==> config.mk <==
export PLATFORM = sky130hd
export DESIGN_NAME = cache_fill
export DESIGN_NICKNAME = d
export VERILOG_FILES = /design/src/common/cache_pkg.sv /design/src/cache/cache_fill.sv
export SDC_FILE = /design/constraint.sdc
export NUM_CORES = 1
export LEC_CHECK = 0
export BUFFER_PORTS_ARGS = -buffer_cell sky130_fd_sc_hd__buf_2
export CORE_MARGIN = 3
export CORE_UTILIZATION = 37
export DETAILED_ROUTE_END_ITERATION = 10
export PLACE_DENSITY = 0.83
export SLEW_MARGIN = 25
export SYNTH_ARGS = -nofsm -noshare
export SYNTH_HDL_FRONTEND = slang
export SYNTH_SLANG_ARGS = --single-unit
==> constraint.sdc <==
create_clock -name clk -period 1.7 [get_ports clk]
set_input_delay 0.255 -clock clk [delete_from_list [all_inputs] [get_ports clk]]
set_output_delay 0.255 -clock clk [all_outputs]
set_load 0.005 [all_outputs]
==> src/common/cache_pkg.sv <==
`default_nettype none

package cache_pkg;

	// processor data word
	typedef logic [15:0] word_t;

	// byte address, bit 0 unused since only whole words move
	typedef logic [15:0] addr_t;

	// address fields
	// tag is addr[15:11], index addr[10:4], word offset addr[3:1]
	typedef logic [4:0] tag_t;
	typedef logic [6:0] index_t;
	typedef logic [2:0] offset_t;

	// processor request, held on the port while stall is high
	typedef struct packed {
		logic  op;
		logic  write;
		addr_t addr;
		word_t wdata;
	} cache_req_t;

	// one tag array entry
	typedef struct packed {
		logic valid;
		tag_t tag;
	} meta_t;

	// main memory request, one per cycle
	typedef struct packed {
		logic  en;
		logic  wr;
		addr_t addr;
		word_t wdata;
	} mem_req_t;

	// line fill FSM
	typedef enum logic [1:0] {
		IDLE,
		FETCH,
		DRAIN,
		TAG_WR
	} fill_state_t;

endpackage

`default_nettype wire

==> src/cache/cache_fill.sv <==
`timescale 1ns/1ps
`default_nettype none

module cache_fill #(
	parameter int MEM_LATENCY = 4
) (
	input  wire                  clk,
	input  wire                  rst_n,
	input  wire                  miss,
	input  cache_pkg::addr_t     miss_addr,
	input  wire                  data_valid,
	output logic                 busy,
	output cache_pkg::offset_t   fill_offset,
	output cache_pkg::mem_req_t  mem_req,
	output logic                 data_we,
	output logic                 meta_we,
	output cache_pkg::meta_t     meta_out
);
	import cache_pkg::*;

	// reads in flight never exceed the memory latency
	localparam int OUT_W = $clog2(MEM_LATENCY + 1);

	fill_state_t      state;
	fill_state_t      state_next;
	offset_t          issue_cnt;
	offset_t          recv_cnt;
	logic [OUT_W-1:0] outstanding;
	logic             issue;

	assign busy = (state != IDLE);

	// one read per cycle while fetching
	assign issue = (state == FETCH);

	// line base plus word number
	assign mem_req.en = issue;
	assign mem_req.wr = 1'b0;
	assign mem_req.addr = {miss_addr[15:4], issue_cnt, 1'b0};
	assign mem_req.wdata = '0;

	// returned words land in order
	assign data_we = busy & data_valid;
	assign fill_offset = recv_cnt;

	// tag goes in after the whole line is present
	assign meta_we = (state == TAG_WR);
	assign meta_out.valid = 1'b1;
	assign meta_out.tag = miss_addr[15:11];

	always_comb begin
		state_next = state;
		case (state)
			IDLE:    if (miss) state_next = FETCH;
			FETCH:   if (issue_cnt == offset_t'(7)) state_next = DRAIN;
			// last data back when only one read remains in flight
			DRAIN:   if (data_valid && outstanding == OUT_W'(1)) state_next = TAG_WR;
			TAG_WR:  state_next = IDLE;
			default: state_next = IDLE;
		endcase
	end

	always_ff @(posedge clk or negedge rst_n) begin
		if (!rst_n) begin
			state <= IDLE;
			issue_cnt <= '0;
			recv_cnt <= '0;
			outstanding <= '0;
		end else begin
			state <= state_next;
			// counters start fresh for each fill
			if (state == IDLE) begin
				issue_cnt <= '0;
				recv_cnt <= '0;
			end else begin
				if (issue) issue_cnt <= issue_cnt + offset_t'(1);
				if (data_we) recv_cnt <= recv_cnt + offset_t'(1);
			end
			// issue and return may coincide
			case ({issue, data_we})
				2'b10:   outstanding <= outstanding + OUT_W'(1);
				2'b01:   outstanding <= outstanding - OUT_W'(1);
				default: outstanding <= outstanding;
			endcase
		end
	end

endmodule

`default_nettype wire

After elaboration in Yosys (flattened, before gate mapping)

Cells that the tools add are included.

Output and inout port bits: 46
Logic and storage cells: 35
Bits in registers: 11
Input port bits: 20
Memories: 0
Bits in latches: 0
RAM bits: 0
Memory bits (read-only): 0

Reductions and logical operators: 7
Shift operators: 0
$mul: 0
$add $sub $neg: 4
Bitwise operators: 1
Muxes and demuxes: 9
Equality and inequality tests: 10
Divide/modulo/power cells: 0
Magnitude comparators: 0

Operator list:

| cell                | count |
|---|---|
| $mux 3              | 4 |
| $add 3x1->3 const B | 3 |
| $pmux 2 s4          | 1 |
| $reduce_bool 2->1   | 4 |
| $eq 2x2->1 const B  | 3 |
| $mux 2              | 3 |
| $pmux 3 s2          | 1 |
| $eq 2x1->1 const B  | 2 |
| $ne 2x2->1 const B  | 2 |
| $eq 3x1->1 const B  | 1 |
| $eq 3x3->1 const B  | 1 |
| $reduce_and 3->1    | 1 |
| $sub 3x1->3 const B | 1 |
| $logic_not 2->1     | 1 |
| $ne 2x1->1 const B  | 1 |
| $and 1x1->1         | 1 |
| $logic_and 1x1->1   | 1 |

Depth between registers and ports, before layout

Gate-level depths: netlist of the first run.

Depth after elaboration: 4
Mapped depth: 8

Worst setup path after synthesis of the first run

No wires, ideal clock.

Path type: register -> register
Start: register state[0]
End: register outstanding[2]
Data required time: 1.575 ns
Cell stages (with the launch flop): 9
Data arrival time: 1.536 ns
Period minus slack after synthesis: 1.661 ns
Slack: 0.039 ns
Setup time: 0.125 ns
Buffers on the path: 1
Cells stage by stage: dfrtp_1 inv_1 ha_1 buf_2 nor2b_1 ha_1 mux2i_1 nor2_1 xor2_1

Longest elaborated chain between the ends: 4
Elaborated cells between the ends (all ways): 7

RTL lines:

| what                                            | line             | text |
|---|---|---|
| start, declared                                 | cache_fill.sv:24 | `fill_state_t state;` |
| start signal, assigned                          | cache_fill.sv:70 | `state <= state_next;` |
| $reduce_bool 2->1 *                             | cache_fill.sv:31 | `assign busy = (state != IDLE);` |
| $and 1x1->1 *                                   | cache_fill.sv:43 | `assign data_we = busy & data_valid;` |
| via data_we                                     | cache_fill.sv:15 | `output logic data_we,` |
| $eq 2x1->1 or $eq 2x2->1 (tied branches)        | cache_fill.sv:80 | `case ({issue, data_we})` |
| $pmux 3 s2 or $reduce_bool 2->1 (tied branches) | -                |  |
| end signal, assigned                            | cache_fill.sv:81 | `2'b10: outstanding <= outstanding + OUT_W'(1);` |
| end signal, assigned                            | cache_fill.sv:82 | `2'b01: outstanding <= outstanding - OUT_W'(1);` |
| end signal, assigned                            | cache_fill.sv:83 | `default: outstanding <= outstanding;` |
| end, declared                                   | cache_fill.sv:28 | `logic [OUT_W-1:0] outstanding;` |

The timed path passes the listed nets; every way through them passes the cells marked *.
A chain may end at the register's enable or synchronous reset.

Final worst setup path of the first run

Start: register issue_cnt[1]
End: register state[1]

Longest elaborated chain between the ends: 3

RTL lines:

| what                       | line             | text |
|---|---|---|
| start, declared            | cache_fill.sv:26 | `offset_t issue_cnt;` |
| start signal, assigned     | cache_fill.sv:76 | `if (issue) issue_cnt <= issue_cnt + offset_t'(1);` |
| $eq 3x3->1                 | cache_fill.sv:55 | `FETCH: if (issue_cnt == offset_t'(7)) state_next = DRAIN;` |
| $ne 2x1->1 (no line)       | -                |  |
| $reduce_and 3->1 (no line) | -                |  |

Every way passes these cells.

==> impl_summary.txt, run 1 <==
----------------------------------------------------
[CTS]
  Number of H-tree levels ... 1
  Clock tree from TritonCTS ... yes
  Reg clk slew, reported paths ... 0.07 ns
  Deepest clock path buffer count ... 2
  TritonCTS Sinks ... 11
  Total CTS buffers ... 3
  Clock latency of the later-clocked register in the worst-skew pair ... 0.27 ns
  Root buf cell ... clkbuf_4

[Floorplan]
  Die Area ... 0.003165 mm²
  Floorplan core area ... 0.002297 mm²
  Row count ... 17
  Number of top-level pins ... 66
  Starting density of the core ... 40.69%
  Chip Width ... 56.26 µm
  Die H ... 56.26 µm

[Synth]
  Average size of a mapped cell ... 9.537 µm²
  Area of the mapped netlist ... 934.6 µm²
  Mapped Cells ... 98
  Yosys warning total ... 0
  Post-synth cell types ... 20
  Flops & latches, synth ... 11
  Sequential share of the synthesized area ... 29.45%

[Critical path]
  Stages on worst setup path ... 5
  Slowest stage delay, CP ... 0.44 ns
  CP max stage cell ... a222oi_1
  Buffer and inverter count on the worst path ... 1
  Crit path kind ... flip-flop to flip-flop
  Startpoint type of the worst setup path ... flip-flop
  Crit end category ... flip-flop
  Data required time at the worst endpoint ... 1.86 ns
  Cell depth of the worst flop-to-flop path ... 5
  Crit-path max FO ... 2
  Worst EP arrival ... 1.83 ns
  Crit path max-delay family ... compound AO/OA/AOI/OAI gates
  List of cells traversed by the critical path ... ha_2 -> ha_4 -> clkinvlp_4 -> a222oi_1 -> mux2_1

[Pwr]
  Total power per unit cell area ... 1699 mW/mm²
  Worst IR Drop VDD ... 0.0009304 V
  Post-layout power ... 0.001560 W
  Static leakage ... 0.4968 nW

[Global routing]
  First-pass GRT wire length ... 2.311 mm
  Gr usage total ... 9.195%
  Number of global-route vias before repair ... 575
  Antenna violations before repair ... 0
  Largest net degree at the start of global routing ... 12
  Residual overflow from global routing ... 0

[Layout]
  Fraction of final layout cells sized beyond drive strength 1 ... 31.00%
  Commonest non-fill, non-tap cell in the layout ... conb_1
  Synthesis-to-finish area growth ... -1.740%
  Top library cells by usage in the layout, fill and taps aside ... conb_1 (19), buf_2 (13), dfrtp_1 (11)
  Net count, final ... 133
  Antenna Diode Count ... 0
  Final-layout fill cell count ... 220

[Route]
  Detailed Routing Iterations Pass 1 ... 4
  Iteration-0 DRC Markers ... 5
  Post-route ant nets ... 0
  DRC violations left ... 0
  Vias ... 551
  Final routed wirelength across all metal layers ... 1.389 mm
  Drt wl/cell ... 10.85 µm
  Routed vias/inst ... 4.305

[Worst hold path]
  Cell count of the worst hold path ... 3
  Type of the most critical hold path ... input port to flip-flop

[STA]
  Minimum clock period after layout ... 1.674 ns
  Achievable clock frequency ... 597.4 MHz
  Total negative setup slack ... 0 ns
  Worst clock skew ... 0.001566 ns
  Number of pins exceeding their max-slew limit in the final report ... 0
  Final critical-path share of the clock period ... 98.47%
  RSZ-0062 raised after global routing ... yes
  Final Hold Fails ... 0
  Final setup vio count ... 0

[Placement]
  Gpl congestion ... 0.6496
  Final HPWL DP ... 1.136 mm
  Total of buffers placed on input and output ports ... 13

[Run status]
  Result of the run ... completed

[Flow run]
  Max-cap violations ... 0

----------------------------------------------------
## cell usage after synthesis
master | n | area, µm²
a222oi_1 | 1 | 10.01
buf_2 | 2 | 10.01
buf_4 | 37 | 277.8
clkinv_1 | 1 | 3.750
clkinvlp_2 | 1 | 5.000
conb_1 | 2 | 7.510
dfrtp_1 | 11 | 275.3
ha_1 | 12 | 150.1
inv_1 | 6 | 22.52
mux2_1 | 1 | 11.26
mux2i_1 | 4 | 40.04
nand2_1 | 2 | 7.510
nand3b_1 | 1 | 7.510
nor2_1 | 7 | 26.28
nor2b_1 | 1 | 6.260
o21ai_1 | 1 | 5.000
o22ai_1 | 1 | 6.260
o32a_1 | 1 | 10.01
xnor2_1 | 4 | 35.03
xor2_1 | 2 | 17.52
## tightest hold or removal path: stages
cell,delay (ns)
buf_2,0.14
mux2i_1,0.08
nor2_1,0.08
## where the power goes
| group | internal, W | leakage [nW] | switching (W) | total [W] |
|---|---|---|---|---|
| logic | 0.000463 | 0.341 | 0.000414 | 0.000877 |
| registers | 0.000394 | 0.138 | 0.000109 | 0.000504 |
| clock network | 0.0000872 | 0.0177 | 0.0000923 | 0.000179 |
## per-stage QoR
step                      utilization (%)  area [µm²]  instances  hold WS (ns)  worst slack (ns)
after detailed placement            36.27       833.3        120        0.1350          -0.04273
final                               39.98       918.4        128        0.3286           0.02600
after global routing                39.98       918.4        128        0.3419          -0.05295
after CTS                           38.67       888.4        127        0.3250          0.002591
after global placement              36.27       833.3        120        0.1241           0.04919
after floorplan                         -       998.5        115      -0.04059           0.03863
## cell type report
cell class | count | area (µm²) | share of cell area [%]
tap | 28 | 35.03 | 3.815
inverter | 8 | 33.78 | 3.678
timing repair buffer | 20 | 120.1 | 13.08
clock buffer | 3 | 22.52 | 2.452
sequential | 11 | 275.3 | 29.97
clock inverter | 1 | 5.005 | 0.5450
multi-input combinational | 57 | 426.7 | 46.46
## final timing paths
check | from | endpoint | slack (ns)
hold reg to reg | outstanding[2] | outstanding[2] | 0.47
max in group asynchronous | rst_n | fill_offset[2] | 1.14
setup reg to reg | issue_cnt[1] | state[1] | 0.03
hold / removal | data_valid | fill_offset[1] | 0.33
setup / recovery | issue_cnt[1] | state[1] | 0.03
min in group asynchronous | rst_n | fill_offset[1] | 0.36
## flip-flops by register name, summed over array words and instances, names as in the netlist
| name | flops |
|---|---|
| issue_cnt | 3 |
| state | 2 |
| outstanding | 3 |
| fill_offset | 3 |
## logic make-up after synthesis
| family | count (synthesis) | synth area share, % |
|---|---|---|
| buffers and inverters | 47 | 34.14 |
| adder cells (fa/ha/maj) | 12 | 16.06 |
| flip-flops | 11 | 29.45 |
| AND/OR/NAND/NOR | 11 | 5.089 |
| XOR/XNOR | 6 | 5.622 |
| multiplexers | 5 | 5.489 |
| AO/OA/AOI/OAI | 4 | 3.347 |
| other | 2 | 0.8035 |
## routing by layer
| metal | GRT usage [%] | share of wire [%] |
|---|---|---|
| met5 | 0 | 0 |
| met4 | 7.797 | 5.8 |
| met3 | 2.069 | 10 |
| met2 | 15.86 | 46 |
| met1 | 9.244 | 38 |
## what timing repair did
action | CTS | global route
pin swaps | 1 | 2
buffers inserted | 2 | 1
setup endpoints to repair | 1 | 4
hold buffers | 1 | 0
resized for setup | 1 | 8
hold endpoints to repair | 11 | 0
(Power assumes the default switching activity.)
==> run 2: changes to the inputs <==
Settings changed: ABC_AREA set to 1, MAX_ROUTING_LAYER set to met4, PLACE_DENSITY 0.83 to 0.82.
==> impl_summary.txt, run 2 <==
----------------------------------------------------
[Layout]
  Synthesis-to-finish area growth ... -3.350%
  Top library cells by usage in the layout, fill and taps aside ... conb_1 (19), nand2_1 (18), inv_1 (15)
  Final design instance area without fill ... 938.4 µm² (+2.2%)
  Final-layout fill cell count ... 236 (+7.3%)
  Antenna Diode Count ... 0 (unchanged)
  Fraction of final layout cells sized beyond drive strength 1 ... 22.13% (-8.9 points)
  Commonest non-fill, non-tap cell in the layout ... conb_1
  Net count, final ... 155 (+17%)

[Global routing]
  Number of global-route vias before repair ... 609 (+5.9%)
  Residual overflow from global routing ... 0 (unchanged)
  Gr usage total ... 9.913% (+0.72 points)
  Largest net degree at the start of global routing ... 12 (unchanged)
  Antenna violations before repair ... 0 (unchanged)
  First-pass GRT wire length ... 2.435 mm (+5.4%)

[Critical path]
  CP max stage cell ... dfrtp_1
  List of cells traversed by the critical path ... inv_1 -> ha_2 -> inv_2 -> nand2_1 -> inv_1 -> ha_4 -> inv_1 -> nand3_1 -> nand2_1 -> nand2_1 -> inv_1
  Cell occurring most often along the worst timing path ... inv_1
  Startpoint type of the worst setup path ... flip-flop
  Worst EP arrival ... 1.81 ns (-0.02 ns)
  Slowest stage delay, CP ... 0.40 ns (-0.04 ns)
  Data required time at the worst endpoint ... 1.87 ns (about the same)
  Crit-path max FO ... 4 (+2)
  Crit path kind ... flip-flop to flip-flop
  Crit end category ... flip-flop

[CTS]
  Deepest clock path buffer count ... 2 (unchanged)
  Root buf cell ... clkbuf_4
  Total CTS buffers ... 3 (unchanged)
  Clock latency of the later-clocked register in the worst-skew pair ... 0.27 ns (about the same)
  Clock tree from TritonCTS ... yes
  Total setup buffers inserted after CTS ... 0 (-2)
  Number of H-tree levels ... 1 (unchanged)
  TritonCTS Sinks ... 11 (unchanged)
  Reg clk slew, reported paths ... 0.07 ns (about the same)

[Floorplan]
  Chip Width ... 57.23 µm (+1.7%)
  Row count ... 17 (unchanged)
  Starting density of the core ... 41.50% (+0.81 points)
  Die Area ... 0.003275 mm² (+3.5%)
  Floorplan core area ... 0.002340 mm² (+1.9%)
  Number of top-level pins ... 66 (unchanged)
  Die H ... 57.23 µm (+1.7%)

[Route]
  Vias ... 662 (+20%)
  Post-route ant nets ... 0 (unchanged)
  Drt wl/cell ... 11.03 µm (+1.6%)
  Routed vias/inst ... 4.413 (+2.5%)
  Iteration-0 DRC Markers ... 8 (+3)
  Detailed Routing Iterations Pass 1 ... 4 (unchanged)
  DRC violations left ... 0 (unchanged)
  Final routed wirelength across all metal layers ... 1.654 mm (+19%)

[Flow run]
  Max-cap violations ... 0 (unchanged)

[Synth]
  Leading cell type by number of instances after synthesis ... buf_4
  Average size of a mapped cell ... 8.091 µm² (-15%)
  Number of enable-type register cells in the synthesized netlist ... 0 (unchanged)
  List of most frequent post-synthesis cells ... buf_4 (37), nand2_1 (18), inv_1 (15), ha_1 (12)
  Flops & latches, synth ... 11 (unchanged)
  Post-synth cell types ... 15 (-25%)
  Area of the mapped netlist ... 970.9 µm² (+3.9%)
  Yosys top cell by area ... buf_4
  Mapped Cells ... 120 (+22%)
  Most area-consuming cells after synthesis ... buf_4 (29%), dfrtp_1 (28%), ha_1 (15%)
  Flip-flop cell with the highest count after synthesis ... dfrtp_1
  Sequential share of the synthesized area ... 28.35% (-1.1 points)
  Yosys warning total ... 0 (unchanged)
  Area share of the leading cell type in the synthesized netlist ... 28.61% (-1.1 points)
  Share of synthesized registers carrying an async set or reset ... 100.0% (unchanged)

[Worst hold path]
  Type of the most critical hold path ... input port to flip-flop

[Run status]
  Result of the run ... completed

[STA]
  Final setup vio count ... 0 (unchanged)
  Final worst setup slack ... 0.06285 ns (+0.03685 ns)
  Final Hold Fails ... 0 (unchanged)
  Minimum clock period after layout ... 1.637 ns (-0.03685 ns)
  Worst clock skew ... 0.002342 ns (+0.0007757 ns)
  Number of pins exceeding their max-slew limit in the final report ... 0 (unchanged)
  Achievable clock frequency ... 610.8 MHz (+2.3%)
  Final critical-path share of the clock period ... 96.30% (-2.2 points)

[Placement]
  Final HPWL DP ... 1.290 mm (+14%)
  Total of buffers placed on input and output ports ... 13 (unchanged)
  Setup slack at placement ... 0.05790 ns (+0.1006 ns)
  Cell Area, Placed ... 887.1 µm² (+6.5%)
  Gpl congestion ... 0.7360 (+13%)

[Pwr]
  Static leakage ... 0.5706 nW (+15%)
  Total power per unit cell area ... 1683 mW/mm² (-0.93%)
  Worst IR Drop VDD ... 0.0009547 V (+2.6%)

----------------------------------------------------
## run 2: cell count changes after synthesis, moves of 2 or more
cell / before / now
nand3_1: 0 / 11
inv_2: 0 / 2
xor2_1: 2 / 0
buf_2: 2 / 0
o21ai_0: 0 / 2
nand2_2: 0 / 2
nand2_1: 2 / 18
inv_1: 6 / 15
mux2i_1: 4 / 0
nor2_1: 7 / 2
## run 2: final cells by class
type / count / area, µm² / share of cell area (%)
Multi-Input combinational cell: 72 / 432.9 / 46.13
Inverter: 17 / 63.81 / 6.800
Timing Repair Buffer: 18 / 105.1 / 11.20
Tap cell: 28 / 35.03 / 3.733
Sequential cell: 11 / 275.3 / 29.33
Clock buffer: 4 / 26.28 / 2.800
## run 2: power by group
part           total [W]  internal (W)  switching [W]
combinational   0.000941      0.000423       0.000517
clock           0.000178     0.0000910      0.0000868
sequential      0.000461      0.000373      0.0000879
total            0.00158      0.000887       0.000692
## run 2: worst max-delay path: cells and delay by family, from the launching register on
family / cells / cell delay (ns)
fa+ha+maj: 2 / 0.51
buf+inv: 5 / 0.35
flops: 1 / 0.40
simple gates: 4 / 0.30
## run 2: cell families after synthesis
| group | count (synthesis) | synth area share, % |
|---|---|---|
| AND/OR/NAND/NOR | 35 | 15.98 |
| flip-flops | 11 | 28.35 |
| XOR/XNOR | 3 | 2.707 |
| adder cells (fa/ha/maj) | 12 | 15.46 |
| AO/OA/AOI/OAI | 3 | 1.546 |
| other | 2 | 0.7735 |
| buffers and inverters | 54 | 35.18 |
## run 2: worst paths after layout
| path | endpoint | cells past startpoint | from | slack [ns] |
|---|---|---|---|---|
| setup / recovery | outstanding[2] | 11 | state[0] | 0.06 |
| hold / removal | fill_offset[2] | 3 | data_valid | 0.31 |
| setup reg to reg | outstanding[2] | 11 | state[0] | 0.06 |
| hold reg to reg | outstanding[1] | 2 | outstanding[1] | 0.51 |
| max in group asynchronous | outstanding[0] | 2 | rst_n | 1.12 |
| min in group asynchronous | state[0] | 2 | rst_n | 0.37 |
## run 2: what timing repair did
item                                   CTS  global route
setup endpoints to repair                0             2
endpoints found under the hold margin   11             0
hold buffers                             1             0
resized for setup                        0             2
## run 2: through the flow
stage	util [%]	TNS (ns)	instances	power, W	hold WS [ns]
2_1_floorplan	-	0	137	0.001118	-0.04059
3_3_place_gp	37.91	0	145	0.001280	0.1359
3_5_place_dp	37.91	0	145	0.001346	0.1400
4_1_cts	39.47	0	150	0.001535	0.3061
5_1_grt	40.11	-0.03262	150	0.001765	0.3287
6_report	40.11	0	150	0.001579	0.3125
## run 2: metal layers
| metal | GRT usage, % | share of wire (%) |
|---|---|---|
| met3 | 5.882 | 13 |
| met1 | 10.12 | 39 |
| met4 | 5.629 | 2.2 |
| met5 | - | 0 |
| met2 | 14.68 | 46 |
==> run 3: changes to the inputs <==
Settings changed: CORE_ASPECT_RATIO set to 1.4.
==> impl_summary.txt, run 3 (synthesis gave the netlist of run 2 again) <==
----------------------------------------------------
[Run status]
  Result of the run ... completed

[Critical path]
  Crit path kind ... flip-flop to primary output
  List of cells traversed by the critical path ... inv_1 -> ha_1 -> inv_2 -> nand2_1 -> inv_1 -> buf_2
  Worst EP arrival ... 1.31 ns (-0.50 ns)
  Cell occurring most often along the worst timing path ... inv_1
  Buffer and inverter count on the worst path ... 4 (-1)
  Crit-path max FO ... 3 (-1)
  CP max stage cell ... dfrtp_1
  Data required time at the worst endpoint ... 1.44 ns (-0.43 ns)
  Slowest stage delay, CP ... 0.35 ns (-0.05 ns)
  Crit path max-delay family ... buffers and inverters
  Crit end category ... primary output
  Startpoint type of the worst setup path ... flip-flop

[STA]
  Final critical-path share of the clock period ... 91.89% (-4.4 points)
  Number of pins exceeding their max-slew limit in the final report ... 0 (unchanged)
  RSZ-0062 raised after global routing ... no
  Achievable clock frequency ... 640.1 MHz (+4.8%)
  Total negative setup slack ... 0 ns (unchanged)
  Final setup vio count ... 0 (unchanged)
  Minimum clock period after layout ... 1.562 ns (-0.07500 ns)
  Worst clock skew ... 0.0001442 ns (-0.002198 ns)
  Final Hold Fails ... 0 (unchanged)

[Global routing]
  Number of global-route vias before repair ... 607 (-0.33%)
  First-pass GRT wire length ... 2.366 mm (-2.8%)
  Antenna violations before repair ... 0 (unchanged)
  Residual overflow from global routing ... 0 (unchanged)
  Largest net degree at the start of global routing ... 12 (unchanged)
  Gr usage total ... 9.521% (-0.39 points)

[Pwr]
  Int Power ... 0.0009099 W (+2.6%)
  Clock Power Share ... 11.2% (about the same)
  Total power per unit cell area ... 1647 mW/mm² (-2.1%)
  Worst IR Drop VDD ... 0.0008707 V (-8.8%)
  Static leakage ... 0.5813 nW (+1.9%)
  Switching power total ... 0.0006687 W (-3.4%)
  Flop pwr share ... 28.9% (-0.3 points)
  Post-layout power ... 0.001579 W (about the same)
  Switching share of total power ... 42.36% (-1.5 points)
  Combinational group share of total power ... 59.9% (+0.3 points)

[Placement]
  Final HPWL DP ... 1.118 mm (-13%)
  Total of buffers placed on input and output ports ... 13 (unchanged)
  Gpl congestion ... 0.7342 (-0.24%)

[Route]
  DRC violations left ... 0 (unchanged)
  Routed vias/inst ... 4.070 (-7.8%)
  Vias ... 643 (-2.9%)
  Final routed wirelength across all metal layers ... 1.453 mm (-12%)
  Post-route ant nets ... 0 (unchanged)
  Detailed Routing Iterations Pass 1 ... 2 (-2)
  Iteration-0 DRC Markers ... 2 (-6)
  Drt wl/cell ... 9.196 µm (-17%)

[Worst hold path]
  Type of the most critical hold path ... input port to flip-flop

[Layout]
  Synthesis-to-finish area growth ... -1.289%
  Net count, final ... 157 (+1.3%)
  Fraction of final layout cells sized beyond drive strength 1 ... 22.58% (+0.45 points)
  Commonest non-fill, non-tap cell in the layout ... conb_1
  Top library cells by usage in the layout, fill and taps aside ... conb_1 (19), nand2_1 (18), inv_1 (15)
  Antenna Diode Count ... 0 (unchanged)

[CTS]
  Clock latency of the later-clocked register in the worst-skew pair ... 0.27 ns (about the same)
  Number of H-tree levels ... 1 (unchanged)
  Total setup buffers inserted after CTS ... 0 (unchanged)
  TritonCTS Sinks ... 11 (unchanged)
  Deepest clock path buffer count ... 2 (unchanged)
  Total CTS buffers ... 3 (unchanged)
  Clock tree from TritonCTS ... yes
  Root buf cell ... clkbuf_4
  Reg clk slew, reported paths ... 0.07 ns (about the same)

[Floorplan]
  Die H ... 66.61 µm (+16%)
  Starting density of the core ... 39.73% (-1.8 points)
  Floorplan core area ... 0.002444 mm² (+4.4%)
  Chip Width ... 49.30 µm (-14%)
  Die Area ... 0.003284 mm² (+0.27%)
  Number of top-level pins ... 66 (unchanged)
  Row count ... 21 (+4)

[Flow run]
  Max-cap violations ... 0 (unchanged)

----------------------------------------------------
[run 3: cell types whose count changed in the layout (fill, tap and decap cells not counted)]
cell | previous run | this run
buf_4 | 4 | 6
ha_1 | 10 | 11
ha_2 | 1 | 0
[run 3: timing repair]
item | 4_1_cts | 5_1_grt
endpoints found under the setup margin | 0 | 1
resized for setup | 0 | 1
endpoints found under the hold margin | 11 | 0
hold buffers | 1 | 0
[run 3: area by class of cell]
| cell class | count | area (µm²) |
|---|---|---|
| inverters | 17 | 63.81 |
| multi-input cells | 72 | 430.4 |
| well taps | 34 | 42.54 |
| clock buffers | 4 | 26.28 |
| repair buffers | 20 | 120.1 |
| fillers | 235 | 1485 |
| flip-flops and latches | 11 | 275.3 |
[run 3: worst paths after layout]
kind,startpoint,end,slack [ns],cells after the start
setup / recovery,state[0],data_we,0.14,6
hold / removal,data_valid,fill_offset[0],0.31,3
setup reg to reg,state[0],outstanding[2],0.17,11
hold reg to reg,fill_offset[0],fill_offset[0],0.52,1
max in group asynchronous,rst_n,state[0],1.11,2
min in group asynchronous,rst_n,fill_offset[1],0.39,2
[run 3: through the flow]
step | utilization, % | setup WS, ns | hold WS, ns | cell area (µm²) | instances
2_1_floorplan | - | 0.1031 | -0.04059 | 1035 | 137
3_3_place_gp | 37.22 | 0.1164 | 0.1352 | 909.6 | 153
3_5_place_dp | 37.22 | 0.1055 | 0.1385 | 909.6 | 153
4_1_cts | 38.71 | 0.08677 | 0.3058 | 945.9 | 158
5_1_grt | 39.22 | 0.07301 | 0.3074 | 958.4 | 158
6_report | 39.22 | 0.1378 | 0.3141 | 958.4 | 158
[run 3: power by group through the flow]
stage | clock [W] | sequential, W | combinational, W
after floorplan | 0 | 0.000458 | 0.000660
after global placement | 0 | 0.000456 | 0.000872
after detailed placement | 0 | 0.000458 | 0.000896
after CTS | 0.000186 | 0.000453 | 0.000905
after global routing | 0.000200 | 0.000469 | 0.00110
final | 0.000177 | 0.000456 | 0.000945
[run 3: worst register-to-register path, stage by stage, from the launching register on]
cell	delay [ns]
dfrtp_1	0.38
inv_1	0.08
ha_1	0.20
inv_2	0.05
nand2_1	0.06
inv_1	0.09
ha_4	0.30
inv_1	0.05
nand3_1	0.07
nand2_1	0.05
nand2_1	0.05
inv_1	0.04
[run 3: per-layer routing]
layer / vias to the layer above / GRT usage (%) / part of all wire, %
li1: 315 / - / -
met1: 298 / 9.945 / 37
met2: 25 / 16.11 / 52
met3: 5 / 1.790 / 8.1
met4: 0 / 6.762 / 2.4
met5: - / - / 0
